**src/verilog/sram_1r1w.sv**
```systemverilog
// Synchronous memory with one registered read port and one write port
`timescale 1ns/10ps
`default_nettype none

module sram_1r1w
	#(
	parameter DATA_WIDTH = 32,
	parameter SIZE = 64,
	localparam ADDR_WIDTH = (SIZE > 1) ? $clog2(SIZE) : 1
	)
	(
	input wire clk,
	// Read port, data appears one cycle after the address
	input wire rd_enable_i,
	input wire [ADDR_WIDTH-1:0] rd_addr_i,
	output logic [DATA_WIDTH-1:0] rd_data_o,
	// Write port
	input wire wr_enable_i,
	input wire [ADDR_WIDTH-1:0] wr_addr_i,
	input wire [DATA_WIDTH-1:0] wr_data_i
	);

	logic [DATA_WIDTH-1:0] mem [SIZE];

	// Both ports sample on the same edge, so a read that hits the
	// address being written picks up the contents from before the write
	always_ff @(posedge clk)
	begin
		if (wr_enable_i)
			mem[wr_addr_i] <= wr_data_i;
		if (rd_enable_i)
			rd_data_o <= mem[rd_addr_i];
	end

endmodule

`default_nettype wire

```
**config.mk**
```make
export PLATFORM = sky130hd
export DESIGN_NAME = sram_1r1w
export DESIGN_NICKNAME = d
export VERILOG_FILES = /design/src/verilog/sram_1r1w.sv
export SDC_FILE = /design/constraint.sdc
export NUM_CORES = 2
export LEC_CHECK = 0
export ABC_AREA = 1
export BUFFER_PORTS_ARGS = -buffer_cell sky130_fd_sc_hd__buf_2
export CAP_MARGIN = 20
export CORE_ASPECT_RATIO = 0.6
export CORE_MARGIN = 1
export CORE_UTILIZATION = 60
export CTS_BUF_LIST = sky130_fd_sc_hd__clkbuf_4
export CTS_CLUSTER_SIZE = 12
export DETAILED_ROUTE_END_ITERATION = 8
export PLACE_DENSITY_LB_ADDON = 0.15
export SLEW_MARGIN = 30
export SYNTH_ARGS = -nofsm -noshare
export SYNTH_HDL_FRONTEND = slang
export SYNTH_SLANG_ARGS = --single-unit
```
**constraint.sdc**
```tcl
create_clock -name clk -period 5.7 [get_ports clk]
set_input_delay 0.285 -clock clk [delete_from_list [all_inputs] [get_ports clk]]
set_output_delay 0.285 -clock clk [all_outputs]
set_load 0.03 [all_outputs]
```
# [After elaboration in Yosys (flattened, before gate mapping)]
# Memories as Yosys holds them, arrays and structs flattened. A register that Yosys moved wholly into a read port is not among the register bits.
# Index checks and enable logic that the tools add are counted.
[word_totals] reg_bits=0 ram_bits=2048 in_bits=47 out_inout_bits=32 word_cells=3 mem_count=1
[mem_list] memory="mem" words=64 word_bits=32 rd=1 rd_clocked_by_memory_dff=1 write_ports=1 line="23" rtl="logic [DATA_WIDTH-1:0] mem [SIZE];"
[classes] mux=2
[op_table] operator="two-way mux 1 bit" count=2

# [Depth between registers and ports, before layout]
[logic_depth] ltp_word=2 mapped_depth=13 ltp_nobuf=9

# [Worst setup path before layout]
# No wires, ideal clock.
[synth_path] kind="input-to-reg" from="in wr_enable_i" to="mem mem[48][0] (enable)" setup_time_ns=0.502 arrival_time_ns=3.913 required_ns=5.198 setup_slack_ns=1.285 stages=3 path_buffers=1 path_cell_list="clkbuf_1 -> nand4_1 -> nor4_1"
[synth_between] elab_chain_cells=2
[synth_rtl] element="start, declared" line="18" rtl="input wire wr_enable_i,"
[synth_rtl] element="two-way mux 1 bit" line="29" rtl="if (wr_enable_i)"
[synth_rtl] element="two-way mux 1 bit (implied by the code)" line="30" rtl="mem[wr_addr_i] <= wr_data_i;"
[synth_rtl] element="end, declared" line="23"
# No other way between the ends.

==> flow_summary.yaml <==
final_layout:
  n_fill_cell: 10000
  regArea_um2: 62500
  multiInputGateArea_um2: 18800
  drive_gt1_share_pct: 13.6
  finalNetCount: 7100
  syn_to_final_growth_pct: 10.5
global_routing:
  grt_pass1_wl_um: 345000
  grt_max_degree: 190
  gr-usage-all-layers_pct: 33.4
  grt_overflow: 0
  grt_antenna_before_repair: 11
  grt_pass1_vias: 52900
timing:
  period_share_pct: 50.9
  hold-worst-slack_ns: 0.124
  fin_skew_ns: 0.109
  tns_ns: 0
  finalHoldViolCount: 0
  finalMaxSlewViolations: 0
  finalCriticalPeriod_ns: 2.90
  rsz0062_at_grt: "no"
  worst_pin_slew_ns: 1.05
  slew_headroom_pct: 30.2
  setup_violations: 0
  clock.fmax_mhz: 345
floorplanning:
  die_x_um: 482
  start_util_pct: 60.6
  ios: 79
  die_h_um: 290
  num_rows: 105
  core-area_um2: 137000
  dieArea_um2: 140000
cts:
  clk_pin_slew_worst_paths_ns: 0.07
  cts-root-buf: "clkbuf_4"
  post_cts_buffers: 0
  insertion_delay_ns: 1.34
  post_cts_resized: 0
  h-tree-depth: 5
  clock_sinks: 2080
  numCtsBuffers: 466
  clk_path_buf_depth: 4
  cts_tree: "done"
logic_synthesis:
  ys_warn_count: 0
  synth_nets: 6816
  synth.area.top_cells: "edfxtp_1 75%, nand3_1 11%, nand2_1 10%"
  synth_largest_area_cell: "edfxtp_1"
  ys_types: 15
  synth-seq-cells: 2080
  synth_top_area_share_pct: 75.2
  syn-instance-count: 6769
  syn_area_per_cell_um2: 12.3
  syn-cell-area_um2: 83100
  ys_seq_area_share_pct: 75.2
worst_hold_path:
  hold_path_class: "in2reg"
  holdPathStages: 2
placed_design:
  place.detailed.hpwl_um: 119000
  port_buffers: 78
  gp_congestion: 0.832
setup_path:
  required_ns: 6.79
  worstPathMaxFanout: 189
  slowest_stage: "dlygate4sd3_1"
  crit_family: "buffers and inverters"
  crit_buf_inv: 5
  path_cells: "dlygate4sd3_1 > buf_8 > inv_16 > buf_12 > nand2_1 > nand3_1 > nand3_1 > nand3_1 > nand3_1 > nand2_1 > nand2_1 > nand2_1 > dlygate4sd3_1"
  crit_cells: 13
  end_kind: "flop"
  worstSetupPathType: "in2reg"
  r2r_cells: 9
  crit_arrival_ns: 3.99
  cp-start-kind: "input pin"
  crit_path_max_incr_delay_ns: 0.56
routing:
  drc_errors: 0
  vias: 56400
  drt_wl_total_um: 234000
  drtIter0Drc: 8040
  antenna_left: 0
  vias_per_cell: 6.12
  wl_per_cell_um: 25.3
  first_pass_iters: 8
power:
  cellLeakagePower_nw: 32.8
  vdd_drop_max_v: 0.000283
  power.density_nw_per_um2: 332
  p_total_mw: 30.5
run_status:
  outcome: "finished clean"
job:
  max_cap_violations: 0
[report_power, final]
| group | switching [mW] | total (mW) | internal [mW] | leakage (nW) |
|---|---|---|---|---|
| logic | 1.50 | 1.96 | 0.465 | 10.6 |
| registers | 0.0523 | 17.0 | 17.0 | 18.7 |
| clock network | 5.73 | 11.5 | 5.76 | 3.48 |
| total | 7.28 | 30.5 | 23.2 | 32.8 |
[path summary, 6_finish.rpt]
check,endpoint,start,slack [ns]
setup / recovery,rd_data_o[16]$_DFFE_PP_,rd_addr_i[0],2.80
hold / removal,mem[50][6]$_DFFE_PP_,wr_data_i[6],0.12
setup reg to reg,rd_data_o[12]$_DFFE_PP_,mem[60][12]$_DFFE_PP_,3.58
hold reg to reg,rd_data_o[24]$_DFFE_PP_,mem[22][24]$_DFFE_PP_,0.85
[metrics by stage]
step	instance area [µm²]	setup slack (ns)	util (%)	cells
floorplan	83100	1.29	-	6769
global placement	85200	2.33	62.2	8345
detailed placement	85300	2.23	62.3	8347
CTS	91700	3.08	66.9	9208
global route	91800	2.88	67.0	9212
finish	91800	2.80	67.0	9215
[flip-flops by register name (all words and copies together) (netlist names)]
register,count
mem,2048
rd_data_o,32
[cells in the mapped netlist, drive strengths merged]
cell    instances
nand3        1907
inv            12
edfxtp       2080
clkbuf         77
nor2           56
buf           372
nand4           9
nor4            8
nand2        2248
[layer usage]
metal	GRT usage, %	share of wire, %
met2	47.0	43
met1	52.1	41
met3	7.30	13
met5	0	0.028
met4	11.1	2.7
[layout by cell type (no fill, tap or decap)]
master         instances
dlygate4sd3_1         55
buf_8                  3
buf_4                122
nor2_4                56
inv_8                  2
clkinvlp_4             2
nand4_1                9
buf_2                 58
clkinv_2               4
diode_2                5
edfxtp_1            2080
inv_16                 1
clkbuf_4             708
buf_12                21
inv_1                  7
nand3_1             1907
nand2_1             2248
inv_2                  3
bufinv_16              3
clkinv_4               5
inv_6                  2
nor4_2                 8
clkinv_1              81
buf_16                 4
buf_6                  2
[cell type report]
| cell class | instances | share of cell area, % |
|---|---|---|
| sequential | 2080 | 68.1 |
| tap | 1819 | 2.48 |
| timing repair buffer | 265 | 2.57 |
| clock inverter | 98 | 0.532 |
| inverter | 12 | 0.0900 |
| clock buffer | 708 | 5.79 |
| antenna | 5 | 0.0136 |
| multi-input combinational | 4228 | 20.5 |
[cells by family after synthesis]
logic type    synth area share [%]
simple gates                  22.0
buf+inv                       2.77
flops                         75.2
[repair_timing]
item                       in CTS  in global routing
hold endpoints to repair     2346                  0
hold buffers                   55                  0
setup endpoints to repair       0                  0
No activity file was read; power rests on OpenSTA's default activity.
