--- config.mk ---
export PLATFORM = sky130hd
export DESIGN_NAME = cache_lru
export DESIGN_NICKNAME = d
export VERILOG_FILES = /design/src/verilog/cache_lru.sv
export VERILOG_INCLUDE_DIRS = /design/src /design/src/verilog
export SDC_FILE = /design/constraint.sdc
export NUM_CORES = 1
export LEC_CHECK = 0
export ABC_CLOCK_PERIOD_IN_PS = 4650
export BUFFER_PORTS_ARGS = -buffer_cell sky130_fd_sc_hd__clkbuf_2
export CAP_MARGIN = 20
export CORE_MARGIN = 3
export CORE_UTILIZATION = 62
export CTS_BUF_LIST = sky130_fd_sc_hd__clkbuf_8 sky130_fd_sc_hd__clkbuf_16
export DETAILED_ROUTE_END_ITERATION = 10
export GPL_TIMING_DRIVEN = 0
export PLACE_DENSITY = 0.82
export SYNTH_ARGS = -nofsm -noshare
export SYNTH_HDL_FRONTEND = slang
export SYNTH_SLANG_ARGS = --single-unit
--- constraint.sdc ---
create_clock -name clk -period 4.65 [get_ports clk]
set_input_delay 0.93 -clock clk [delete_from_list [all_inputs] [get_ports clk]]
set_output_delay 0.93 -clock clk [all_outputs]
set_load 0.05 [all_outputs]
--- src/verilog/l1_cache_params.svh ---
// Cache geometry, line and address widths, strand count
`ifndef L1_CACHE_PARAMS_SVH
`define L1_CACHE_PARAMS_SVH

// Associativity of the L1 and the width of a way number
`define L1_NUM_WAYS 4
`define L1_WAY_INDEX_WIDTH 2

// Number of sets and the width of the set field of a line address
`define L1_NUM_SETS 8
`define L1_SET_INDEX_WIDTH 3

// Line address width; the tag is whatever sits above the set field
`define L1_ADDR_WIDTH 26
`define L1_TAG_WIDTH (`L1_ADDR_WIDTH - `L1_SET_INDEX_WIDTH)

// One cache line is moved as a single word
`define CACHE_LINE_BITS 128

// Hardware threads sharing this load unit
`define STRANDS_PER_CORE 4
`define STRAND_INDEX_WIDTH 2

`endif

--- src/verilog/cache_lru.sv ---
// Per-set tree pseudo-LRU with victim selection and MRU update
`timescale 1ns/10ps
`default_nettype none

`include "l1_cache_params.svh"

module cache_lru
	#(
	parameter NUM_SETS = 8,
	localparam SET_INDEX_WIDTH = (NUM_SETS > 1) ? $clog2(NUM_SETS) : 1
	)
	(
	input wire clk,
	input wire reset,
	// Set of the access presented this cycle
	input wire [SET_INDEX_WIDTH-1:0] set_i,
	// Way to move away from eviction in the latched set
	input wire update_mru_i,
	input wire [`L1_WAY_INDEX_WIDTH-1:0] new_mru_way_i,
	// Victim of the latched set
	output logic [`L1_WAY_INDEX_WIDTH-1:0] lru_way_o
	);

	// Tree bits of each set
	// Bit 0 is the root and picks a pair, 0 for ways 0/1 and 1 for ways 2/3
	// Bit 1 picks inside ways 0/1 and bit 2 inside ways 2/3, 0 meaning the lower way
	logic [2:0] tree_bits [NUM_SETS];
	logic [SET_INDEX_WIDTH-1:0] set_q;
	logic [2:0] cur_bits;

	assign cur_bits = tree_bits[set_q];

	// Follow the tree down to the way that should go next
	always_comb
	begin
		if (!cur_bits[0])
			lru_way_o = {1'b0, cur_bits[1]};
		else
			lru_way_o = {1'b1, cur_bits[2]};
	end

	// The set is captured every cycle, so in the cycle after an access
	// it always names the set that access looked up
	always_ff @(posedge clk, posedge reset)
	begin
		if (reset)
		begin
			set_q <= '0;
			for (int s = 0; s < NUM_SETS; s++)
				tree_bits[s] <= 3'b000;
		end
		else
		begin
			set_q <= set_i;
			if (update_mru_i)
			begin
				// Root now points at the other pair
				tree_bits[set_q][0] <= !new_mru_way_i[1];
				// The pair bit on the used path points at the other way of the pair,
				// while the bit of the untouched pair keeps its value
				if (new_mru_way_i[1])
					tree_bits[set_q][2] <= !new_mru_way_i[0];
				else
					tree_bits[set_q][1] <= !new_mru_way_i[0];
			end
		end
	end

endmodule

`default_nettype wire

## Word-level counts from Yosys, hierarchy flattened

Index checks and enable logic that the tools add are counted.
Widths: inputs -> output; s select.

- Order comparisons: 2
- Reductions and logical operators: 3
- Multiplexer cells: 14
- Bitwise operators: 1

Operators with widths:

| operator | number |
|---|---|
| $bwmux 24 | 3 |
| $demux 3 s3 | 3 |
| $mux 24 | 1 |
| $bmux 3 s3 | 1 |
| $mux 3 | 3 |
| $ge 4x4->1 const B | 1 |
| $lt 4x1->1 const B | 1 |
| $mux 2 | 2 |
| $not 3->4 | 1 |
| $logic_not 1->1 | 2 |
| $logic_and 1x1->1 | 1 |
| $mux 1 | 1 |

- Bits of input ports: 8
- Word-level logic and storage cells: 29
- Flip-flop bits (word level): 27
- Output and inout bits: 2

## Logic depth before layout (Yosys ltp)

- Depth after elaboration: 8
- Gate-level depth with buffers: 5
- Depth with buffers taken out: 3

## Worst setup path before layout

Ideal clock, no wire load.

- Path type: register to output
- Start: reg set_q[0]
- End: out lru_way_o[0]
- Data arrival time: 1.958 ns
- Cell stages (with the launch flop): 5
- Path slack: 1.762 ns
- Data required time: 3.720 ns
- Buffers on the path: 1
- Cell sequence: dfrtp_1 > buf_6 > mux2i_1 > mux4_2 > mux2i_1

- Longest elaborated chain between the ends: 5

Ends and longest elaborated chain:

| element | line | source |
|---|---|---|
| start, declared | cache_lru.sv:28 | `logic [SET_INDEX_WIDTH-1:0] set_q;` |
| start signal, assigned | cache_lru.sv:54 | `set_q <= set_i;` |
| $not 3->4 (not written as such) | cache_lru.sv:31 | `assign cur_bits = tree_bits[set_q];` |
| $bmux 3 s3 | cache_lru.sv:31 |  |
| $mux 3 (not written as such) (2 in a row) | cache_lru.sv:31 |  |
| $mux 2 | cache_lru.sv:36 | `if (!cur_bits[0])` |
| end, declared | cache_lru.sv:21 | `` output logic [`L1_WAY_INDEX_WIDTH-1:0] lru_way_o `` |

Every way passes these cells. The select of a mux whose other input is x is not followed.

## Worst setup path in the final report

Ends and elaborated chain as after synthesis.

==> flow_metrics.py <==
metrics = {
    "clocking": {
        "root_buffer": "clkbuf_8",
        "cts_resized": 0,
        "post_cts_buffers": 0,
        "cts-hold-fix-buffers": 0,
        "clock_sinks": 27,
        "clock_path_buffers": 2,
        "clock_latency_ns": 0.27,
        "cts_tree": "built",
        "htreeDepth": 1,
        "cts_buffers": 3,
        "path_clk_slew_ns": 0.09,
    },
    "placed_design": {
        "dp_slack_ns": 2.02,
        "place_congestion": 0.913,
        "dp_hpwl_um": 1900,
        "numPortBuffers": 8,
    },
    "synthesis": {
        "synthCells": 117,
        "synth.avg_cell_area_um2": 11.6,
        "netlist.area_leader.share_pct": 50.0,
        "synth_top_area_cell": "dfrtp_1",
        "synth_flop_cell": "dfrtp_1",
        "async_reset_ff_share_pct": 100,
        "ys_types": 26,
        "ys_warn_count": 0,
        "syn_nets": 125,
        "synth-seq-cells": 27,
        "synth_edf_count": 0,
        "yosysSeqAreaShare_pct": 50.0,
        "synth_area_leaders": "dfrtp_1 50%, mux2i_1 12%, mux4_1 7.8%",
        "syn_area_um2": 1350,
    },
    "flow_run": {
        "drv_cap": 0,
    },
    "setup_path": {
        "cp.required_ns": 3.72,
        "crit_family": "multiplexers",
        "critPathBufInv": 2,
        "cp_cell_sequence": "buf_6 > mux2i_1 > mux4_2 > mux2i_1 > clkbuf_2",
        "critPathKind": "register to output port",
        "ff2ff_path_depth": 5,
        "rr_endpoint": "tree_bits[19]$_DFFE_PP0P_",
        "cp-start-kind": "register",
        "max_stage_delay_ns": 0.50,
        "r2r-start": "set_q[0]$_DFF_PP0_",
        "crit_path_end_kind": "output port",
        "arrival_ns": 2.03,
        "regToRegSetupSlack_ns": 3.05,
        "critPathMaxFanout": 10,
        "cpMostUsedCell": "mux2i_1",
        "cp_slowest_cell": "mux4_2",
    },
    "layout": {
        "drive_gt1_share_pct": 12.3,
        "mostFrequentLayoutCell": "dfrtp_1",
        "syn_to_final_growth_pct": 10.8,
        "diodes": 0,
        "final_cell_mix": "27 x dfrtp_1, 16 x mux2i_1, 12 x inv_1, 8 x clkbuf_2",
        "layout.nets": 139,
        "final_core_util_pct": 74.1,
    },
    "power_and_ir_drop": {
        "ir_drop_v": 0.000328,
        "seq_power_share_pct": 52.9,
        "p_clk_share_pct": 22.5,
        "power.internal_uw": 405,
        "switchingPower_uw": 175,
        "p_leak_nw": 0.725,
        "switching_share_pct": 30.1,
        "power.density_nw_per_um2": 387,
        "p_comb_share_pct": 24.6,
    },
    "die": {
        "io-pin-count": 10,
        "die_h_um": 52.7,
        "die_x_um": 52.7,
        "rows": 16,
        "start_util_pct": 66.9,
        "die_area_um2": 2780,
        "core_um2": 2020,
    },
    "drt": {
        "drt.antenna.violating_nets": 0,
        "via_per_inst": 6.15,
        "wire_per_inst_um": 16.8,
        "drc": 0,
        "routed_wl_um": 2640,
        "drt_iter0_drc": 48,
        "drt-pass1-iter-count": 4,
        "vias": 965,
    },
    "global_route": {
        "grt_max_degree": 28,
        "antenna_found_initial": 0,
        "grt_pass1_vias": 912,
        "grt_util_all_layers_pct": 21.4,
        "overflow": 0,
        "grt_pass1_wl_um": 4260,
    },
    "timing": {
        "max_freq_mhz": 338,
        "fin_setup_tns_ns": 0,
        "hold_viol": 0,
        "rsz0062_at_grt": "false",
        "worst_slew_pin_slew_ns": 0.473,
        "worst_slack_ns": 1.69,
        "fin_crit_ns": 2.96,
        "report.final.slew_viol_count": 0,
        "fin_crit_sh_pct": 63.6,
        "skew_ns": 0.00301,
        "setup_violations": 0,
        "slew_headroom_pct": 68.5,
    },
    "status": {
        "status": "finished clean",
    },
    "hold_path": {
        "hold_class": "register to register",
        "min_from": "tree_bits[15]$_DFFE_PP0P_",
        "whs_path_depth": 1,
        "min_to": "tree_bits[15]$_DFFE_PP0P_",
    },
}
-- state kept, by name (all words and copies together) (netlist names) --
register	count
set_q	3
tree_bits	24
-- power groups by stage --
stage	combinational [mW]	sequential [mW]	clock (mW)
6_report	0.143	0.307	0.131
3_5_place_dp	0.141	0.310	0
3_3_place_gp	0.135	0.308	0
5_1_grt	0.156	0.310	0.140
2_1_floorplan	0.114	0.301	0
4_1_cts	0.141	0.305	0.132
-- cells in the mapped netlist (3+ instances only) --
cell	number
o31ai_1	5
mux4_1	4
o41ai_1	5
nand2b_1	4
nand3_1	3
nor2_1	6
mux2i_1	16
a31oi_1	3
or3_1	3
dfrtp_1	27
o21a_1	6
clkbuf_1	6
inv_1	11
nand2_1	3
-- layout make-up --
cell class / instances / area [um2]
sequential: 27 / 676
multi-input combinational: 69 / 588
fill: 134 / 523
timing repair buffer: 9 / 67.6
inverter: 12 / 45.0
buffer: 9 / 43.8
clock buffer: 3 / 41.3
tap: 27 / 33.8
clock inverter: 1 / 3.75
-- stage by stage --
stage / power [mW] / cells / hold WS [ns] / cell area (um2)
after CTS: 0.578 / 156 / 0.499 / 1470
after floorplan: 0.415 / 117 / 0.449 / 1350
after detailed placement: 0.451 / 152 / 0.479 / 1430
final: 0.580 / 157 / 0.498 / 1500
after global routing: 0.607 / 157 / 0.509 / 1500
after global placement: 0.443 / 152 / 0.462 / 1430
-- cells by family after synthesis --
group | synth area share (%)
mux | 21.3
buf+inv | 6.57
compound gates | 12.3
simple gates | 9.90
flops | 50.0
-- worst max path at each step --
stage                   end  cells after the start               start
4_1_cts        lru_way_o[0]                      5  set_q[0]$_DFF_PP0_
3_5_place_dp   lru_way_o[0]                      5  set_q[0]$_DFF_PP0_
5_1_grt        lru_way_o[0]                      5  set_q[0]$_DFF_PP0_
3_3_place_gp   lru_way_o[0]                      5  set_q[0]$_DFF_PP0_
2_1_floorplan  lru_way_o[0]                      4  set_q[0]$_DFF_PP0_
6_report       lru_way_o[0]                      5  set_q[0]$_DFF_PP0_
-- layer usage --
layer	GRT usage [%]	vias up	part of all wire [%]
met4	9.79	0	2.4
met5	0	-	0
met3	4.27	9	6.4
met2	33.9	45	47
li1	-	450	-
met1	28.2	461	44
-- worst reg2reg max path, cell delays in order (launching register included) --
cell	delay, ns
dfrtp_1	0.45
buf_6	0.19
nand2_1	0.12
clkbuf_1	0.25
nor3_1	0.31
a31oi_1	0.15
Note: power is estimated with default switching activity, not from simulation.
