<file path="src/verilog/l1_cache_params.svh">
// Cache geometry, line and address widths, strand count
`ifndef L1_CACHE_PARAMS_SVH
`define L1_CACHE_PARAMS_SVH

// Associativity of the L1 and the width of a way number
`define L1_NUM_WAYS 4
`define L1_WAY_INDEX_WIDTH 2

// Number of sets and the width of the set field of a line address
`define L1_NUM_SETS 8
`define L1_SET_INDEX_WIDTH 3

// Line address width; the tag is whatever sits above the set field
`define L1_ADDR_WIDTH 26
`define L1_TAG_WIDTH (`L1_ADDR_WIDTH - `L1_SET_INDEX_WIDTH)

// One cache line is moved as a single word
`define CACHE_LINE_BITS 128

// Hardware threads sharing this load unit
`define STRANDS_PER_CORE 4
`define STRAND_INDEX_WIDTH 2

`endif

</file>
<file path="src/verilog/l1_cache_pkg.sv">
// Line address struct and union, L2 request packet, L2 response op and packet
`default_nettype none

`include "l1_cache_params.svh"

package l1_cache_pkg;

	// A line address split into its tag and its set, tag in the upper bits
	typedef struct packed {
		logic [`L1_TAG_WIDTH-1:0] tag;
		logic [`L1_SET_INDEX_WIDTH-1:0] set;
	} l1_addr_t;

	// The same line address seen either as one word for compares
	// or as tag plus set for indexing the arrays
	typedef union packed {
		logic [`L1_ADDR_WIDTH-1:0] raw;
		l1_addr_t fields;
	} l1_addr_u;

	// Request toward L2
	// The way is the victim that the L1 suggests for the fill
	typedef struct packed {
		logic valid;
		logic [`STRAND_INDEX_WIDTH-1:0] strand;
		l1_addr_u address;
		logic [`L1_WAY_INDEX_WIDTH-1:0] way;
	} l2req_packet_t;

	// Operations that L2 can send back to this cache
	typedef enum logic [1:0] {
		L2RSP_NONE,
		L2RSP_LOAD_ACK,
		L2RSP_IINVALIDATE
	} l2rsp_op_t;

	// Response from L2, one cycle wide and never back-pressured
	// A load ack echoes the strand and way of its request
	typedef struct packed {
		logic valid;
		l2rsp_op_t op;
		logic [`STRAND_INDEX_WIDTH-1:0] strand;
		logic [`L1_WAY_INDEX_WIDTH-1:0] way;
		l1_addr_u address;
		logic [`CACHE_LINE_BITS-1:0] data;
	} l2rsp_packet_t;

endpackage

`default_nettype wire

</file>
<file path="src/verilog/l1_load_miss_queue.sv">
// Per-strand load miss entries with line merging, round-robin L2 request issue and wake-up
`timescale 1ns/10ps
`default_nettype none

`include "l1_cache_params.svh"

module l1_load_miss_queue
	import l1_cache_pkg::*;
	(
	input wire clk,
	input wire reset,
	// Enqueue of a miss, one cycle wide
	input wire request_i,
	input wire l1_addr_u request_addr_i,
	input wire [`STRAND_INDEX_WIDTH-1:0] strand_i,
	input wire [`L1_WAY_INDEX_WIDTH-1:0] victim_way_i,
	// L2 request channel
	input wire l2req_ready_i,
	output l2req_packet_t l2req_packet_o,
	// L2 response channel
	input wire l2rsp_packet_t l2rsp_packet_i,
	// One bit per strand whose miss has been filled
	output logic [`STRANDS_PER_CORE-1:0] load_complete_strands_o
	);

	// What an entry remembers about its line
	typedef struct packed {
		l1_addr_u address;
		logic [`L1_WAY_INDEX_WIDTH-1:0] way;
		logic [`STRANDS_PER_CORE-1:0] waiting;
	} miss_entry_t;

	// Entry i belongs to strand i, which first missed on the line
	miss_entry_t entries [`STRANDS_PER_CORE];
	logic [`STRANDS_PER_CORE-1:0] entry_valid;
	logic [`STRANDS_PER_CORE-1:0] entry_issued;

	logic [`STRANDS_PER_CORE-1:0] strand_mask;
	logic merge_hit;
	logic [`STRAND_INDEX_WIDTH-1:0] merge_idx;
	logic grant_any;
	logic [`STRAND_INDEX_WIDTH-1:0] grant_idx;
	logic [`STRAND_INDEX_WIDTH-1:0] rr_ptr_q;
	logic hold_valid_q;
	logic [`STRAND_INDEX_WIDTH-1:0] hold_idx_q;
	logic send_valid;
	logic [`STRAND_INDEX_WIDTH-1:0] send_idx;
	logic send_accept;
	logic ack_match;

	assign strand_mask = `STRANDS_PER_CORE'(1) << strand_i;

	// Look for a pending entry on the same line
	always_comb
	begin
		merge_hit = 1'b0;
		merge_idx = '0;
		for (int i = 0; i < `STRANDS_PER_CORE; i++)
		begin
			if (entry_valid[i] && entries[i].address.raw == request_addr_i.raw)
			begin
				merge_hit = 1'b1;
				merge_idx = `STRAND_INDEX_WIDTH'(i);
			end
		end
	end

	// Round-robin search for an unissued entry, starting at rr_ptr_q
	always_comb
	begin
		logic [`STRAND_INDEX_WIDTH-1:0] idx;
		grant_any = 1'b0;
		grant_idx = rr_ptr_q;
		for (int i = 0; i < `STRANDS_PER_CORE; i++)
		begin
			idx = rr_ptr_q + `STRAND_INDEX_WIDTH'(i);
			if (!grant_any && entry_valid[idx] && !entry_issued[idx])
			begin
				grant_any = 1'b1;
				grant_idx = idx;
			end
		end
	end

	// A request that was shown but not taken stays on the bus unchanged
	assign send_valid = hold_valid_q || grant_any;
	assign send_idx = hold_valid_q ? hold_idx_q : grant_idx;
	assign send_accept = send_valid && l2req_ready_i;

	always_comb
	begin
		l2req_packet_o.valid = send_valid;
		l2req_packet_o.strand = send_idx;
		l2req_packet_o.address = entries[send_idx].address;
		l2req_packet_o.way = entries[send_idx].way;
	end

	// The ack echoes the strand of the request, which names the entry
	assign ack_match = l2rsp_packet_i.valid && l2rsp_packet_i.op == L2RSP_LOAD_ACK
		&& entry_valid[l2rsp_packet_i.strand]
		&& entries[l2rsp_packet_i.strand].address.raw == l2rsp_packet_i.address.raw;

	// Entry contents, a merge only adds a waiting strand
	always_ff @(posedge clk)
	begin
		if (request_i)
		begin
			if (merge_hit)
				entries[merge_idx].waiting <= entries[merge_idx].waiting | strand_mask;
			else
			begin
				entries[strand_i].address <= request_addr_i;
				entries[strand_i].way <= victim_way_i;
				entries[strand_i].waiting <= strand_mask;
			end
		end
	end

	always_ff @(posedge clk, posedge reset)
	begin
		if (reset)
		begin
			entry_valid <= '0;
			entry_issued <= '0;
			rr_ptr_q <= '0;
			hold_valid_q <= 1'b0;
			hold_idx_q <= '0;
			load_complete_strands_o <= '0;
		end
		else
		begin
			if (ack_match)
				entry_valid[l2rsp_packet_i.strand] <= 1'b0;
			if (send_accept)
			begin
				entry_issued[send_idx] <= 1'b1;
				rr_ptr_q <= send_idx + 1'b1;
			end
			if (request_i && !merge_hit)
			begin
				entry_valid[strand_i] <= 1'b1;
				entry_issued[strand_i] <= 1'b0;
			end
			hold_valid_q <= send_valid && !l2req_ready_i;
			hold_idx_q <= send_idx;
			// Wake every strand that was waiting on the filled line
			load_complete_strands_o <= ack_match ? entries[l2rsp_packet_i.strand].waiting : '0;
		end
	end

endmodule

`default_nettype wire

</file>
<file path="config.mk">
export PLATFORM = sky130hd
export DESIGN_NAME = l1_load_miss_queue
export DESIGN_NICKNAME = d
export VERILOG_FILES = /design/src/verilog/l1_cache_pkg.sv /design/src/verilog/l1_load_miss_queue.sv
export VERILOG_INCLUDE_DIRS = /design/src /design/src/verilog
export SDC_FILE = /design/constraint.sdc
export NUM_CORES = 1
export LEC_CHECK = 0
export BUFFER_PORTS_ARGS = -buffer_cell sky130_fd_sc_hd__buf_4
export CAP_MARGIN = 20
export CELL_PAD_IN_SITES_DETAIL_PLACEMENT = 1
export CELL_PAD_IN_SITES_GLOBAL_PLACEMENT = 2
export CORE_MARGIN = 4
export CORE_UTILIZATION = 32
export CTS_BUF_LIST = sky130_fd_sc_hd__clkbuf_8
export CTS_CLUSTER_DIAMETER = 120
export DETAILED_ROUTE_END_ITERATION = 8
export MAX_ROUTING_LAYER = met4
export PLACE_DENSITY = 0.88
export SLEW_MARGIN = 10
export SYNTH_ARGS = -nofsm -noshare
export SYNTH_HDL_FRONTEND = slang
export SYNTH_SLANG_ARGS = --single-unit
</file>
<file path="constraint.sdc">
create_clock -name clk -period 3 [get_ports clk]
set_clock_uncertainty 0.05 [all_clocks]
set_input_delay 0.3 -clock clk [delete_from_list [all_inputs] [get_ports clk]]
set_output_delay 0.3 -clock clk [all_outputs]
set_load 0.02 [all_outputs]
</file>
==> Word-level counts from Yosys, hierarchy flattened <==
Memory sizes are Yosys's and may differ from the RTL's.
Index checks and enable logic that the tools add are counted.
{ "word_totals": {"ff_bits": 17, "latchBits": 0, "ramBits": 128, "rom_bits": 0, "elab_cells": 119, "n_memories": 1} }
{ "mem_list": {"columns": ["name", "words", "width", "rd", "rd_ports_with_merged_regs", "write_ports", "line", "text"], "rows": [
  ["entries", 4, 32, 7, 0, 1, "l1_load_miss_queue.sv:34", "miss_entry_t entries [`STRANDS_PER_CORE];"]
]} }
{ "op_classes": {"addsub": 4, "mul": 0, "div_mod_pow": 0, "magnitude_cmp": 10, "n_eq_ne": 6, "n_shift": 1, "muxes": 53, "n_bitwise": 7, "n_reduce_logical": 31} }
{ "op_table": {"columns": ["cell", "count"], "rows": [
  ["26-bit equality test", 5],
  ["32-bit two-way mux", 1],
  ["32-bit OR reduction", 1],
  ["1-bit two-way mux", 27],
  ["2-bit by 3-bit < comparator with 1-bit output, second input constant", 7],
  ["1-bit logical AND", 20],
  ["4-bit two-way mux", 5],
  ["1-bit binary-select mux with 2-bit select", 9],
  ["2-bit two-way mux", 8],
  ["4-bit OR", 3],
  ["1-bit zero test", 9],
  ["4-bit AND", 2],
  ["4-bit NOT", 2],
  ["1-bit demux with 2-bit select", 3],
  ["2-bit by 1-bit >= comparator with 1-bit output, second input constant", 3],
  ["2-bit by 1-bit adder with 2-bit output, second input constant", 2],
  ["2-bit adder, second input constant", 2],
  ["1-bit by 2-bit << shifter with 4-bit output, first input constant", 1],
  ["2-bit by 1-bit equality test with 1-bit output, second input constant", 1],
  ["1-bit logical OR", 1]
]} }

==> Logic depth before layout (Yosys ltp) <==
{ "logic_depth": {"word_depth": 26, "ltp_mapped": 10} }

==> Worst setup path after synthesis <==
No wires, ideal clock.
{ "synth_timing": {"path_type": "input port to flip-flop", "startpoint": "in request_addr_i[4] (netlist bit)", "endpoint": "reg entry_valid[0]", "setup_ns": 0.125, "t_arrival_ns": 2.754, "t_required_ns": 2.825, "path_slack_ns": 0.071, "stages": 8, "n_path_buf": 1, "path_cell_list": "clkbuf_1 -> xnor2_1 -> nand4_1 -> or4_1 -> nor4_4 -> nor4bb_1 -> and3_1 -> nand2b_1"} }
{ "synth_between": {"elab_chain_len": 9, "elab_cells_between_ends": 15} }
{ "synth_rtl": {"columns": ["item", "line", "text"], "rows": [
  ["start, declared", "l1_load_miss_queue.sv:14", "input wire l1_addr_u request_addr_i,"],
  ["26-bit equality test", "l1_load_miss_queue.sv:60", "if (entry_valid[i] && entries[i].address.raw == request_addr_i.raw)"],
  ["1-bit logical AND", "l1_load_miss_queue.sv:60", null],
  ["1-bit two-way mux (3 in a row)", "l1_load_miss_queue.sv:60", null],
  ["1-bit two-way mux (*)", "l1_load_miss_queue.sv:60", null],
  ["1-bit zero test (*)", "l1_load_miss_queue.sv:139", "if (request_i && !merge_hit)"],
  ["1-bit logical AND (*)", "l1_load_miss_queue.sv:139", null],
  ["4-bit two-way mux (*)", "l1_load_miss_queue.sv:139", null],
  ["end signal, assigned", "l1_load_miss_queue.sv:123", "entry_valid <= '0;"],
  ["end signal, assigned by index", "l1_load_miss_queue.sv:133", "entry_valid[l2rsp_packet_i.strand] <= 1'b0;"],
  ["end signal, assigned by index", "l1_load_miss_queue.sv:141", "entry_valid[strand_i] <= 1'b1;"],
  ["end, declared", "l1_load_miss_queue.sv:35", "logic [`STRANDS_PER_CORE-1:0] entry_valid;"]
]} }
Mark *: on every way between the ends. The rest lies on a longest branch, timed or not.
A chain may end at the register's enable or synchronous reset.

==> summary.md <==
| Metric | Value |
|---|---|
| EDFF count, synth | 128 |
| CP Cell Sequence | mux4_2 > xor2_1 > nor4_2 > nand4_1 > or4_4 > or4b_1 > a21o_1 |
| GRT Util Overall | 22.0% |
| Syn_area_per_cell | 12.0 um^2 |
| Clock transition at path regs | 90 ps |
| Final Instance Area | 11,400 um^2 |
| Synth Instances | 705 |
| Top FF cell, synth | edfxtp_1 |
| Cell area after synthesis | 8460 um^2 |
| Worst-Margin Slew | 691 ps |
| Bufs and invs on worst path | 0 |
| FF-to-FF path depth | 7 |
| Die Width | 171 um |
| Unique cell type count in the Yosys netlist | 60 |
| WP data required | 3290 ps |
| Hold Path Depth | 2 |
| Antenna diodes | 0 |
| Placed Area | 10,200 um^2 |
| Internal power | 5.20 mW |
| Reg power frac | 28.3% |
| Initial Utilization | 32.5% |
| RSZ-0062 raised after global routing | yes |
| Largest net degree at the start of global routing | 32 |
| CP Class | reg2reg |
| Port buffer count | 99 |
| Clock Root Buffer | clkbuf_8 |
| Logic gate share of total power | 53.9% |
| Skew-Pair Late Insertion Delay | 460 ps |
| Initial DRC count | 583 |
| Minimum clock period after layout | 3070 ps |
| Share of layout cells above drive strength 1 | 38.6% |
| Final period util | 102% |
| Clock Power Share | 17.9% |
| Multi-input logic area | 4380 um^2 |
| Post-synthesis sequential area ratio | 50.5% |
| Hold Vio Cnt, Final | 0 |
| Clock buffer depth | 2 |
| Worst relative slew slack | 53.9% |
| Via count | 6,727 |
| Synth async-reset ratio | 11.7% |
| Fin worst setup slack | -68.1 ps |
| Final setup vio count | 5 |
| WHS | 138 ps |
| Cell count along the critical path | 7 |
| Min-delay worst type | in2reg |
| RePlAce Congestion | 0.908 |
| Boundary Pins | 230 |
| Total overflow reported by the global router | 0 |
| MaxCap Viol Count | 0 |
| Antenna violations before repair | 0 |
| Fmax achieved | 326 MHz |
| Worst Setup End Kind | flip-flop |
| Area Growth Syn to Fin | 34.4% |
| Num rows | 59 |
| Failing checks | negative setup slack |
| Top Family by Delay on Critical Path | simple AND/OR/NAND/NOR gates |
| Status | finished, violations left |
| Fin nets | 1,070 |
| Pins over their slew limit | 0 |
| CTS Buf Count | 17 |
| Number of vias per cell | 5.50 |
| CP Max Fanout | 3 |
| FF+latch count, synth | 145 |
| Leakage power total | 4.12 nW |
| CTS sink count | 145 |
| Core Area | 26,100 um^2 |
| Fin cells | 1,223 |
| Switching pwr | 3.58 mW |
| Worst path arrival time | 3360 ps |
| Max IR drop VDD | 575 uV |
| Die Span Y | 171 um |
| Vias in the first global route | 7,222 |
| Max stage delay cell, worst path | or4b_1 |
| Wire per inst | 25.6 um |
| Critical path's largest stage delay | 550 ps |
| Pre-antenna DRT Iters | 7 |
| DRC | 0 |
| Htree depth | 4 |
| TritonCTS clock tree | built |
| First-pass GRT wire length | 45,600 um |
| Net Count, Synth | 900 |
| FF+latch area | 4270 um^2 |
| Switch share | 40.8% |
| Final wirelength | 31,300 um |
| Post-DRT Antenna Nets | 0 |
| Die ar. | 29,100 um^2 |
| PwrDens | 772 nW/um^2 |
| Dpl ws | -314 ps |
| Cells after DPL | 1,167 |
| Fill count | 2,762 |
| CP Launch Type | flip-flop |
| Yosys warning total | 0 |
| Hpwl dp | 21,200 um |
final cells by class:
cell class / count / share of cell area [%]
Multi-Input combinational cell: 490 / 38.5
Sequential cell: 145 / 37.6
Tap cell: 335 / 3.69
Inverter: 11 / 0.363
Timing Repair Buffer: 210 / 16.4
Clock buffer: 17 / 2.06
Clock inverter: 15 / 1.38
worst reg2reg max path, stage by stage, from the launching register on:
cell and delay [ps]:
edfxtp_1 420, mux4_2 510, xor2_1 170, nor4_2 280, nand4_1 270, or4_4 510
or4b_1 550, a21o_1 200
stage by stage:
step,power (mW),util [%],setup TNS (ps)
2_1_floorplan,4.48,-,0
3_3_place_gp,5.82,39.1,-19490
3_5_place_dp,5.91,39.1,-16400
4_1_cts,8.38,42.5,-313
5_1_grt,9.13,43.6,-2050
6_report,8.78,43.6,-190
cell families after synthesis:
| logic type | after synthesis | synth area share (%) |
|---|---|---|
| DFF | 145 | 50.5 |
| AOI/OAI and AO/OA | 123 | 9.71 |
| xor gates and xnor gates | 127 | 13.1 |
| and+or+nand+nor | 163 | 11.4 |
| muxes | 77 | 11.9 |
| buffers and inverters | 70 | 3.36 |
power by group through the flow:
| stage | clock (mW) | sequential (mW) | combinational [mW] |
|---|---|---|---|
| 2_1_floorplan | 0 | 2.46 | 2.02 |
| 3_3_place_gp | 0 | 2.49 | 3.33 |
| 3_5_place_dp | 0 | 2.50 | 3.41 |
| 4_1_cts | 1.59 | 2.47 | 4.33 |
| 5_1_grt | 1.67 | 2.50 | 4.96 |
| 6_report | 1.57 | 2.48 | 4.73 |
cell usage in the layout (no fill, tap or decap), types with 16 or more instances in the layout:
cell type and n:
a21oi_1 23, and2_1 43, buf_4 181, clkbuf_8 17
edfxtp_1 128, mux2i_1 49, mux4_2 16, nand4_1 26
nor2_1 17, xnor2_1 85, xor2_1 34
synthesized netlist by cell type, types with 8 or more instances:
library cell / instances / area share (%)
nor2_1: 21 / 0.93
a211oi_1: 30 / 2.7
mux2i_1: 58 / 6.9
buf_2: 8 / 0.47
nand4_1: 26 / 1.9
and2_1: 57 / 4.2
inv_1: 10 / 0.44
dfrtp_1: 17 / 5.0
a21oi_1: 38 / 2.2
edfxtp_1: 128 / 45
xor2_1: 34 / 3.5
mux4_2: 15 / 4.0
nand2_1: 12 / 0.53
o21ai_0: 8 / 0.47
xnor2_1: 93 / 9.6
nor2b_1: 8 / 0.59
clkbuf_1: 48 / 2.1
metal layers:
layer	vias to the layer above	share of wire [%]	global-route usage, %
li1	2962	-	-
met1	3431	40	26.7
met2	277	50	36.2
met3	57	5.7	4.27
met4	0	3.5	8.68
met5	-	0	-
state kept, by name (all words and copies together), names as in the netlist:
| signal | count |
|---|---|
| entry_valid | 4 |
| hold_valid_q | 1 |
| entry_issued | 4 |
| load_complete_strands_o | 4 |
| hold_idx_q | 2 |
| entries | 128 |
| rr_ptr_q | 2 |
timing repair:
item / in CTS / in global routing
buffers inserted: 13 / 4
endpoints found under the hold margin: 18 / 0
gates resized for setup: 60 / 58
pin swaps: 13 / 10
endpoints found under the setup margin: 296 / 77
hold buffers: 2 / 0
cloned: 5 / 2
path summary, 6_finish.rpt:
check | startpoint | to | slack [ps]
setup reg to reg | entries[2][26] | entry_valid[1] | -70
max in group asynchronous | reset | entry_valid[3] | 1950
min in group asynchronous | reset | load_complete_strands_o[2] | 450
hold / removal | victim_way_i[1] | entries[1][5] | 140
setup / recovery | entries[2][26] | entry_valid[1] | -70
hold reg to reg | entry_issued[3] | entry_issued[3] | 480
No activity file was read; power rests on OpenSTA's default activity.
