`src/verilog/l1_cache_params.svh`:
```
// Cache geometry, line and address widths, strand count
`ifndef L1_CACHE_PARAMS_SVH
`define L1_CACHE_PARAMS_SVH

// Associativity of the L1 and the width of a way number
`define L1_NUM_WAYS 4
`define L1_WAY_INDEX_WIDTH 2

// Number of sets and the width of the set field of a line address
`define L1_NUM_SETS 8
`define L1_SET_INDEX_WIDTH 3

// Line address width; the tag is whatever sits above the set field
`define L1_ADDR_WIDTH 26
`define L1_TAG_WIDTH (`L1_ADDR_WIDTH - `L1_SET_INDEX_WIDTH)

// One cache line is moved as a single word
`define CACHE_LINE_BITS 128

// Hardware threads sharing this load unit
`define STRANDS_PER_CORE 4
`define STRAND_INDEX_WIDTH 2

`endif

```
`src/verilog/l1_cache_pkg.sv`:
```
// Line address struct and union, L2 request packet, L2 response op and packet
`default_nettype none

`include "l1_cache_params.svh"

package l1_cache_pkg;

	// A line address split into its tag and its set, tag in the upper bits
	typedef struct packed {
		logic [`L1_TAG_WIDTH-1:0] tag;
		logic [`L1_SET_INDEX_WIDTH-1:0] set;
	} l1_addr_t;

	// The same line address seen either as one word for compares
	// or as tag plus set for indexing the arrays
	typedef union packed {
		logic [`L1_ADDR_WIDTH-1:0] raw;
		l1_addr_t fields;
	} l1_addr_u;

	// Request toward L2
	// The way is the victim that the L1 suggests for the fill
	typedef struct packed {
		logic valid;
		logic [`STRAND_INDEX_WIDTH-1:0] strand;
		l1_addr_u address;
		logic [`L1_WAY_INDEX_WIDTH-1:0] way;
	} l2req_packet_t;

	// Operations that L2 can send back to this cache
	typedef enum logic [1:0] {
		L2RSP_NONE,
		L2RSP_LOAD_ACK,
		L2RSP_IINVALIDATE
	} l2rsp_op_t;

	// Response from L2, one cycle wide and never back-pressured
	// A load ack echoes the strand and way of its request
	typedef struct packed {
		logic valid;
		l2rsp_op_t op;
		logic [`STRAND_INDEX_WIDTH-1:0] strand;
		logic [`L1_WAY_INDEX_WIDTH-1:0] way;
		l1_addr_u address;
		logic [`CACHE_LINE_BITS-1:0] data;
	} l2rsp_packet_t;

endpackage

`default_nettype wire

```
`src/verilog/l1_cache_tag.sv`:
```
// L1 tag and valid arrays with registered lookup, hit encode, fill update and invalidate-all
`timescale 1ns/10ps
`default_nettype none

`include "l1_cache_params.svh"

module l1_cache_tag
	import l1_cache_pkg::*;
	(
	input wire clk,
	input wire reset,
	// Lookup from the memory stage
	input wire access_i,
	input wire l1_addr_u request_addr_i,
	// Fill of one way from an L2 load ack
	input wire update_i,
	input wire [`L1_WAY_INDEX_WIDTH-1:0] update_way_i,
	input wire l1_addr_u update_addr_i,
	// Clear of every valid bit
	input wire invalidate_all_i,
	// Lookup result, valid the cycle after access_i
	output logic [`L1_WAY_INDEX_WIDTH-1:0] hit_way_o,
	output logic cache_hit_o
	);

	// Tag storage per way and set
	logic [`L1_TAG_WIDTH-1:0] tag_mem [`L1_NUM_WAYS][`L1_NUM_SETS];
	// One valid bit per set, one vector per way
	logic [`L1_NUM_SETS-1:0] valid_bits [`L1_NUM_WAYS];

	// Snapshot of the addressed set taken at access time
	logic [`L1_TAG_WIDTH-1:0] way_tag_q [`L1_NUM_WAYS];
	logic [`L1_NUM_WAYS-1:0] way_valid_q;
	logic [`L1_TAG_WIDTH-1:0] request_tag_q;

	logic [`L1_NUM_WAYS-1:0] hit_oh;

	// Tag write for a fill
	always_ff @(posedge clk)
	begin
		if (update_i)
			tag_mem[update_way_i][update_addr_i.fields.set] <= update_addr_i.fields.tag;
	end

	// Registered read of all four ways of the requested set
	always_ff @(posedge clk)
	begin
		if (access_i)
		begin
			request_tag_q <= request_addr_i.fields.tag;
			for (int w = 0; w < `L1_NUM_WAYS; w++)
				way_tag_q[w] <= tag_mem[w][request_addr_i.fields.set];
		end
	end

	// Valid bits; a fill sets one, invalidate-all wipes them all
	always_ff @(posedge clk, posedge reset)
	begin
		if (reset)
		begin
			way_valid_q <= '0;
			for (int w = 0; w < `L1_NUM_WAYS; w++)
				valid_bits[w] <= '0;
		end
		else
		begin
			if (invalidate_all_i)
			begin
				for (int w = 0; w < `L1_NUM_WAYS; w++)
					valid_bits[w] <= '0;
			end
			else if (update_i)
				valid_bits[update_way_i][update_addr_i.fields.set] <= 1'b1;

			// A lookup racing an invalidate-all must not see the old lines
			if (access_i)
			begin
				for (int w = 0; w < `L1_NUM_WAYS; w++)
					way_valid_q[w] <= valid_bits[w][request_addr_i.fields.set]
						&& !invalidate_all_i;
			end
		end
	end

	// All ways compare against the latched tag in parallel
	always_comb
	begin
		for (int w = 0; w < `L1_NUM_WAYS; w++)
			hit_oh[w] = way_valid_q[w] && (way_tag_q[w] == request_tag_q);
	end

	// At most one way can match, so a simple priority encode is enough
	always_comb
	begin
		hit_way_o = '0;
		for (int w = 0; w < `L1_NUM_WAYS; w++)
		begin
			if (hit_oh[w])
				hit_way_o = `L1_WAY_INDEX_WIDTH'(w);
		end
	end

	assign cache_hit_o = |hit_oh;

endmodule

`default_nettype wire

```
`config.mk`:
```
export PLATFORM = sky130hd
export DESIGN_NAME = l1_cache_tag
export DESIGN_NICKNAME = d
export VERILOG_FILES = /design/src/verilog/l1_cache_pkg.sv /design/src/verilog/l1_cache_tag.sv
export VERILOG_INCLUDE_DIRS = /design/src /design/src/verilog
export SDC_FILE = /design/constraint.sdc
export NUM_CORES = 1
export LEC_CHECK = 0
export BUFFER_PORTS_ARGS = -buffer_cell sky130_fd_sc_hd__clkbuf_2
export CORE_MARGIN = 4
export CORE_UTILIZATION = 25
export DETAILED_ROUTE_END_ITERATION = 8
export SLEW_MARGIN = 15
export SYNTH_ARGS = -nofsm -noshare
export SYNTH_HDL_FRONTEND = slang
export SYNTH_SLANG_ARGS = --single-unit
```
`constraint.sdc`:
```
create_clock -name clk -period 1.3 [get_ports clk]
set_input_delay 0 -clock clk [delete_from_list [all_inputs] [get_ports clk]]
set_output_delay 0 -clock clk [all_outputs]
set_load 0.05 [all_outputs]
```
Word level (Yosys, flattened, before mapping)
Memories as Yosys holds them, arrays and structs flattened.
Index checks and enable logic that the tools add are counted.
- flip-flop bits (word level): 59
- bits in latches: 0
- bits in writable memories: 828
- bits in read-only memories: 0
- input port bits: 59
- output and inout port bits: 3
- logic and storage cells: 73
- memories kept: 2
- memory list (name ; words ; bits a word ; read ports ; clocked after Yosys merged registers in ; write ports ; RTL line ; text):
    tag_mem ; 4 ; 184 ; 4 ; 0 ; 1 ; l1_cache_tag.sv:27 ; logic [`L1_TAG_WIDTH-1:0] tag_mem [`L1_NUM_WAYS][`L1_NUM_SETS];
    way_tag_q ; 4 ; 23 ; 4 ; 0 ; 4 ; l1_cache_tag.sv:32 ; logic [`L1_TAG_WIDTH-1:0] way_tag_q [`L1_NUM_WAYS];
- add/sub/neg operators: 0
- $mul: 0
- divide/modulo/power cells: 0
- $lt $le $gt $ge: 8
- equal/unequal tests: 4
- shifts and indexed selects: 0
- muxes and demuxes: 35
- bitwise operators: 4
- reduce and logical (&&, ||, !) cells: 14
- operators by type and width (kind ; count):
    23-bit binary-select mux with 3-bit select ; 4
    23-bit two-way mux ; 9
    184-bit two-way mux ; 1
    23-bit == test ; 4
    23-bit demux with 3-bit select ; 1
    32-bit two-way mux ; 2
    32-bit bitwise OR ; 1
    8-bit demux with 2-bit select ; 1
    1-bit binary-select mux with 3-bit select ; 4
    1-bit logical AND ; 11
    1-bit two-way mux ; 9
    4-bit >= comparator (second input constant) ; 2
    3-bit by 4-bit less-than comparator with 1-bit output (second input constant) ; 2
    8-bit two-way mux ; 1
    3-bit inverter with 4-bit output ; 2
    4-bit by 1-bit less-than comparator with 1-bit output (second input constant) ; 1
    2-bit two-way mux ; 2
    4-bit OR reduction ; 1
    1-bit demux with 3-bit select ; 1
    3-bit by 1-bit >= comparator with 1-bit output (second input constant) ; 1
    3-bit >= comparator (second input constant) ; 1
    3-bit by 1-bit less-than comparator with 1-bit output (second input constant) ; 1
    2-bit inverter with 3-bit output ; 1
    2-bit nonzero test ; 1
    1-bit zero test ; 1

Logic depth before layout (Yosys ltp)
Gate-level depths: netlist (run 1).
- depth in word-level cells: 9
- depth in mapped cells: 6
- depth with buffers taken out: 5

Least setup slack after synthesis (run 1)
No wires, ideal clock.
- path type: input -> register
- start point: input update_way_i[0]
- end point: memory tag_mem[2][138] in the netlist's numbering, enable pin
- data arrival time: 2.746 ns
- required time: 0.835 ns
- setup slack: -1.911 ns
- stages: 3
- path buffers: 1
- path through: clkbuf_1 -> nand2b_1 -> nor4_1
- RTL lines (element ; RTL line ; text):
    from (decl) ; l1_cache_tag.sv:17 ; input wire [`L1_WAY_INDEX_WIDTH-1:0] update_way_i,
    to (decl) ; l1_cache_tag.sv:27 ;
No word-level cell before the write port.

Worst setup path after layout (run 1)
- start point: register request_tag_q[16]
- end point: output cache_hit_o
- longest elaborated chain between the ends: 3
- ends and longest elaborated chain (element ; RTL line ; text):
    from (decl) ; l1_cache_tag.sv:34 ; logic [`L1_TAG_WIDTH-1:0] request_tag_q;
    from (signal assigned) ; l1_cache_tag.sv:50 ; request_tag_q <= request_addr_i.fields.tag;
    23-bit == test ; l1_cache_tag.sv:89 ; hit_oh[w] = way_valid_q[w] && (way_tag_q[w] == request_tag_q);
    1-bit logical AND ; l1_cache_tag.sv:89 ;
    4-bit OR reduction (*) ; l1_cache_tag.sv:103 ; assign cache_hit_o = |hit_oh;
    to (decl) ; l1_cache_tag.sv:23 ; output logic cache_hit_o
Every way passes the cells marked *; elsewhere a longest branch is shown, timed or not.

==> impl_metrics.ini, run 1 <==
[worst_setup_path]
critPathArrivalTime_ps = 2610
crit_required_ps = 1300
cp-end-kind = output port
worst-setup-path-type = reg2out
cpMaxStageDelayCell = edfxtp_1
worst-path-max-fanout = 2
max_stage_delay_ps = 400
crit_family = buffers and inverters
critPathBufInv = 5
worstPathCellList = buf_4 > buf_4 > xor2_1 > nor4_1 > buf_4 > nand3_1 > nand4_1 > buf_12 > buf_12
startpoint_type = flop
cp_common_cell = buf_4

[route]
via_per_inst = 4.537
drc = 0
drtAntennaViolNets = 0
vias = 16581
drt_first_pass_iters = 5
routed_wl_mm = 91.18
wl_per_cell_um = 24.95
first_iter_violations = 2015

[floorplan]
core_um2 = 134000
pin_count = 62
dieHeight_um = 375.8
rows = 134
die_x_um = 375.8
initial_utilization_pct = 25.25
die_area_um2 = 141200

[timing]
final-setup-viol-count = 97
fin_tns_setup_ps = -11400
fmax_mhz = 382.6
rsz0062_at_grt = yes
period_needed_ps = 2614
final_max_slew_viol_count = 0
min_period_over_period_pct = 201.1
finClkSkew_ps = 33.59
setup_ws_ps = -1314
fin_hold_ws_ps = 30.95
hold_viol = 0
relSlewSlack_pct = 51.81
worstMarginPinSlew_ps = 722.8

[power_and_ir_drop]
ir_drop_v = 0.0009714
powerDensity_nw_per_um2 = 1459
p_leak_nw = 13.93

[logic_synthesis]
synth_area_leader_cell = edfxtp_1
synth-seq-cells = 887
avgSynthCellArea_um2 = 22.62
yosys_warnings = 0
syn_nets = 1554
synth_area_um2 = 33820
ys_types = 25
ys_seq_area_share_pct = 78.22
synthCells = 1495
ys_top_cells_by_area = edfxtp_1, mux4_2, mux2_2
synth_top_area_share_pct = 75.56

[global_routing]
grt_first_pass_wirelength_mm = 124.5
grt_pass1_vias = 16978
grt_use_total_pct = 12.23
antenna_found_initial = 17
grt_overflow = 0
grt_max_degree = 37

[final_layout]
most-common-layout-cells = edfxtp_1, mux4_2, buf_4, clkbuf_16, mux2_4
final_common_cell = edfxtp_1
ff_latch_area_um2 = 26460
multi_input_area_um2 = 7706
fill_cells = 12557
fin_nets = 1870
syn2layout_area_growth_pct = 26.12
drive_gt1_share_pct = 38.09

[cts]
numCtsBuffers = 89
cts_tree = built
worstSkewPairLatency_ps = 670
clockRootBuffer = clkbuf_16
cts.reportedPaths.clkPinSlew_ps = 60
clkSinkCount = 887
h-tree-depth = 3
cts_buffer_depth = 3

[place]
dpl.hpwl_mm = 55.65
place_congestion = 0.8729
portBuffers = 61

[run_status]
status = complete, but fails checks
violations = negative setup slack

[worst_hold_path]
hold_path_class = in2reg

[flow_run]
max_cap_viol_count = 0
==> path summary, 6_finish.rpt <==
path	endpoint	depth (start not counted)	start	slack, ps
worst min-delay path	tag_mem[0][130]	1	update_addr_i[18]	30
max in group asynchronous	valid_bits[24]	4	reset	900
min in group asynchronous	valid_bits[9]	4	reset	50
worst max register to register	way_tag_q[1][9]	2	tag_mem[1][101]	-140
worst max-delay path	cache_hit_o	9	request_tag_q[16]	-1310
worst min register to register	valid_bits[14]	2	valid_bits[14]	500
==> cell families (layout without fill, tap and decap cells) <==
kind of cell	after synthesis	after routing	synth area share (%)
AOI/OAI and AO/OA	5	5	0.1036
xor gates and xnor gates	92	92	2.382
buffers and inverters	72	462	1.262
DFF	887	887	78.22
muxes	288	288	15.97
other	0	2	0
and+or+nand+nor	151	151	2.064
==> registers in the layout (all words and copies together) (netlist names) <==
signal,flops
way_valid_q,4
way_tag_q,92
valid_bits,32
tag_mem,736
request_tag_q,23
==> worst register-to-register path: cells and delay by family, from the launching register on <==
| kind | cells | cell delay [ps] |
|---|---|---|
| flip-flops | 1 | 370 |
| multiplexers | 2 | 810 |
==> cell type report <==
cell class	instances	share of cell area [%]
antenna	2	0.01173
clock buffer	112	5.520
clock inverter	53	1.420
inverter	5	0.04400
multi-input combinational	536	18.07
sequential	887	62.02
tap	1768	5.186
timing repair buffer	292	7.732
==> power breakdown <==
part	switching [W]	internal [W]	leakage, nW	total (W)
sequential	0.000286	0.0320	8.26	0.0323
clock	0.0108	0.0153	1.44	0.0261
combinational	0.00204	0.00181	4.24	0.00385
total	0.0132	0.0491	13.9	0.0622
==> per-layer routing <==
layer	global-route usage, %	part of all wire [%]	up-vias
met3	3.479	9.3	140
met4	3.182	2.2	12
met5	0	0.088	-
li1	-	-	6801
met1	16.77	42	8921
met2	19.12	47	707
==> cells in the mapped netlist (all sizes together) <==
cell type and instances:
xor2 39, nand3b 2, mux2 92, nor4 15
mux4 192, or3b 1, nand2b 3, nor2 93
a21bo 1, nor3 5, mux2i 4, xnor2 53
o22ai 4, edfxtp 851, nand4b 3, or3 2
buf 41, nand4 16, dfrtp 36, nand2 5
nand3 6, inv 5, clkbuf 26
==> repair_timing <==
action	CTS	global route
gates resized for setup	87	23
pin swaps	4	18
setup buffers	5	16
endpoints found under the hold margin	550	0
gates cloned	0	9
hold buffers	41	0
endpoints found under the setup margin	98	509
==> stage by stage <==
stage          area [µm²]  util [%]  worst slack (ps)  instances  total power (W)
2_1_floorplan       34470         -            -434.9       1495          0.03467
3_3_place_gp        38400     28.67            -862.5       3418          0.03624
3_5_place_dp        38400     28.67            -840.0       3418          0.03632
4_1_cts             42160     31.47             -1322       3628          0.06264
5_1_grt             42650     31.84             -1365       3653          0.06423
6_report            42660     31.84             -1314       3655          0.06224
Note: power is estimated with default switching activity, not from simulation.
==> run 2, diff against run 1 <==
--- a/config.mk
+++ b/config.mk
@@ -7,9 +7,12 @@
 export NUM_CORES = 1
 export LEC_CHECK = 0
 export BUFFER_PORTS_ARGS = -buffer_cell sky130_fd_sc_hd__clkbuf_2
+export CELL_PAD_IN_SITES_DETAIL_PLACEMENT = 1
+export CELL_PAD_IN_SITES_GLOBAL_PLACEMENT = 2
 export CORE_MARGIN = 4
 export CORE_UTILIZATION = 25
 export DETAILED_ROUTE_END_ITERATION = 8
+export PLACE_DENSITY_LB_ADDON = 0.1
 export SLEW_MARGIN = 15
 export SYNTH_ARGS = -nofsm -noshare
 export SYNTH_HDL_FRONTEND = slang
==> run 2 against run 1 <==
Net effect: the run still ends with negative setup slack left; sequential cell count stayed put; critical path type unchanged; clock-buffer cell count is 21 higher; clock power is 4% higher; global-route usage is 3.3 points higher; critical path depth is 3 lower; critical endpoint unchanged; via count is 0.33% lower; core utilization is 0.88 points higher; sequential power hardly changed; sequential share of layout area is 1.7 points lower; hold slack better by 71 ps; clock skew is 13 ps lower.
==> impl_metrics.ini, run 2 (synthesis gave the netlist of run 1 again) <==
[cts]
cts.reportedPaths.clkPinSlew_ps = 60
numCtsBuffers = 103
cts_buffer_depth = 3
h-tree-depth = 3
worstSkewPairLatency_ps = 700
clockRootBuffer = clkbuf_16
clkSinkCount = 887
cts_tree = built

[global_routing]
grt_pass1_vias = 18181
grt_max_degree = 52
grt_use_total_pct = 15.51
grt_first_pass_wirelength_mm = 150.3
antenna_found_initial = 12
grt_overflow = 0

[timing]
final_max_slew_viol_count = 0
final-setup-viol-count = 116
setup_ws_ps = -1398
relSlewSlack_pct = 52.96
period_needed_ps = 2698
fmax_mhz = 370.7
hold_viol = 0
min_period_over_period_pct = 207.5
worstMarginPinSlew_ps = 705.6
rsz0062_at_grt = yes
finClkSkew_ps = 20.44

[floorplan]
dieHeight_um = 375.8
die_x_um = 375.8
pin_count = 62
initial_utilization_pct = 25.25
core_um2 = 134000
rows = 134
die_area_um2 = 141200

[place]
portBuffers = 61
place_congestion = 0.7348
placed_cells = 3501
dpl.hpwl_mm = 73.23

[worst_setup_path]
worst-path-max-fanout = 4
startpoint_type = flop
critPathArrivalTime_ps = 2700
worst-setup-path-type = reg2out
cp-end-kind = output port
ff2ff_setup_slack_ps = -170
r2r-start = tag_mem[3][107]
crit_required_ps = 1300
crit_start = request_tag_q[13]

[power_and_ir_drop]
p_seq_share_pct = 50.5
p_int_w = 0.04974
combPwrFrac_pct = 6.9
ir_drop_v = 0.001072
power_switching_w = 0.01419
swShare_pct = 22.19
power.share.clock_pct = 42.6
finalPower_w = 0.06393
powerDensity_nw_per_um2 = 1458
p_leak_nw = 14.56

[route]
vias = 16526
drtAntennaViolNets = 0
drt_first_pass_iters = 4
routed_wl_mm = 109.7
via_per_inst = 4.392
wl_per_cell_um = 29.14
drc = 0
first_iter_violations = 1208

[run_status]
violations = negative setup slack
status = complete, but fails checks

[final_layout]
multi_input_area_um2 = 7906
largest_reg_flops = 736
syn2layout_area_growth_pct = 29.62
ff_latch_area_um2 = 26460
fill_cells = 13170
fin_nets = 1966
largest_register = tag_mem
drive_gt1_share_pct = 40.55
top_regs = tag_mem: 736 flops, way_tag_q: 92 flops, valid_bits: 32 flops
most-common-layout-cells = edfxtp_1, mux4_2, buf_4, clkbuf_16, buf_12
stdcell_count = 3763
final_common_cell = edfxtp_1

[worst_hold_path]
hold_start = request_addr_i[11]
hold_path_class = in2reg

[flow_run]
max_cap_viol_count = 0
run 2: cell count changes in the layout (fill, tap and decap cells not counted), sizes merged:
cell / delta
bufinv: -6
buf: +75
diode: +3
dlygate4sd3: +14
clkbuf: +14
inv: -1
clkinv: +9
run 2: worst max-delay path: stages, from the launching register on:
cell,delay [ps]
edfxtp_1,510
xnor2_1,420
nand4_1,260
or3_1,420
nand4_1,130
buf_6,140
buf_12,130
run 2: layer usage:
| layer | vias up | share of wire (%) | GRT usage [%] |
|---|---|---|---|
| met4 | 0 | 2.1 | 4.061 |
| met2 | 282 | 47 | 24.50 |
| met3 | 123 | 3.5 | 2.419 |
| li1 | 7015 | - | - |
| met1 | 9106 | 48 | 22.34 |
| met5 | - | 0 | 0 |
run 2: per-stage QoR:
stage	hold slack [ps]	utilization, %	area (µm²)	setup TNS (ps)	setup WS [ps]
finish	102.3	32.73	43840	-13340	-1398
global route	64.98	32.72	43830	-16440	-1527
CTS	6.132	32.53	43570	-24360	-1471
detailed placement	162.9	29.33	39290	-138450	-772.1
global placement	153.1	29.33	39290	-130750	-844.2
floorplan	98.87	-	34470	-106990	-434.9
run 2: final cells by class:
class,instances,share of cell area (%)
sequential,887,60.35
multi-input combinational,536,18.03
timing repair buffer,374,9.387
clock buffer,133,6.136
tap,1768,5.046
clock inverter,55,0.9789
inverter,5,0.04281
antenna,5,0.02854
run 2: power groups by stage:
stage | clock [W] | sequential [W] | combinational [W]
floorplan | 0 | 0.0328 | 0.00192
global placement | 0 | 0.0328 | 0.00404
detailed placement | 0 | 0.0329 | 0.00405
CTS | 0.0282 | 0.0323 | 0.00451
global route | 0.0293 | 0.0323 | 0.00473
finish | 0.0272 | 0.0323 | 0.00443
run 2: repair_timing:
item	CTS	global route
endpoints found under the setup margin	99	608
hold buffers	55	0
gates cloned	0	2
setup buffers	5	8
pin swaps	10	12
gates resized for setup	124	23
hold endpoints to repair	1001	0
run 2: worst paths after layout:
path                       cells after the start                to
max                                            6       cache_hit_o
min                                            2  request_tag_q[8]
max reg2reg                                    2  way_tag_q[3][15]
min reg2reg                                    2    valid_bits[15]
max in group asynchronous                      5    valid_bits[20]
min in group asynchronous                      5     valid_bits[5]
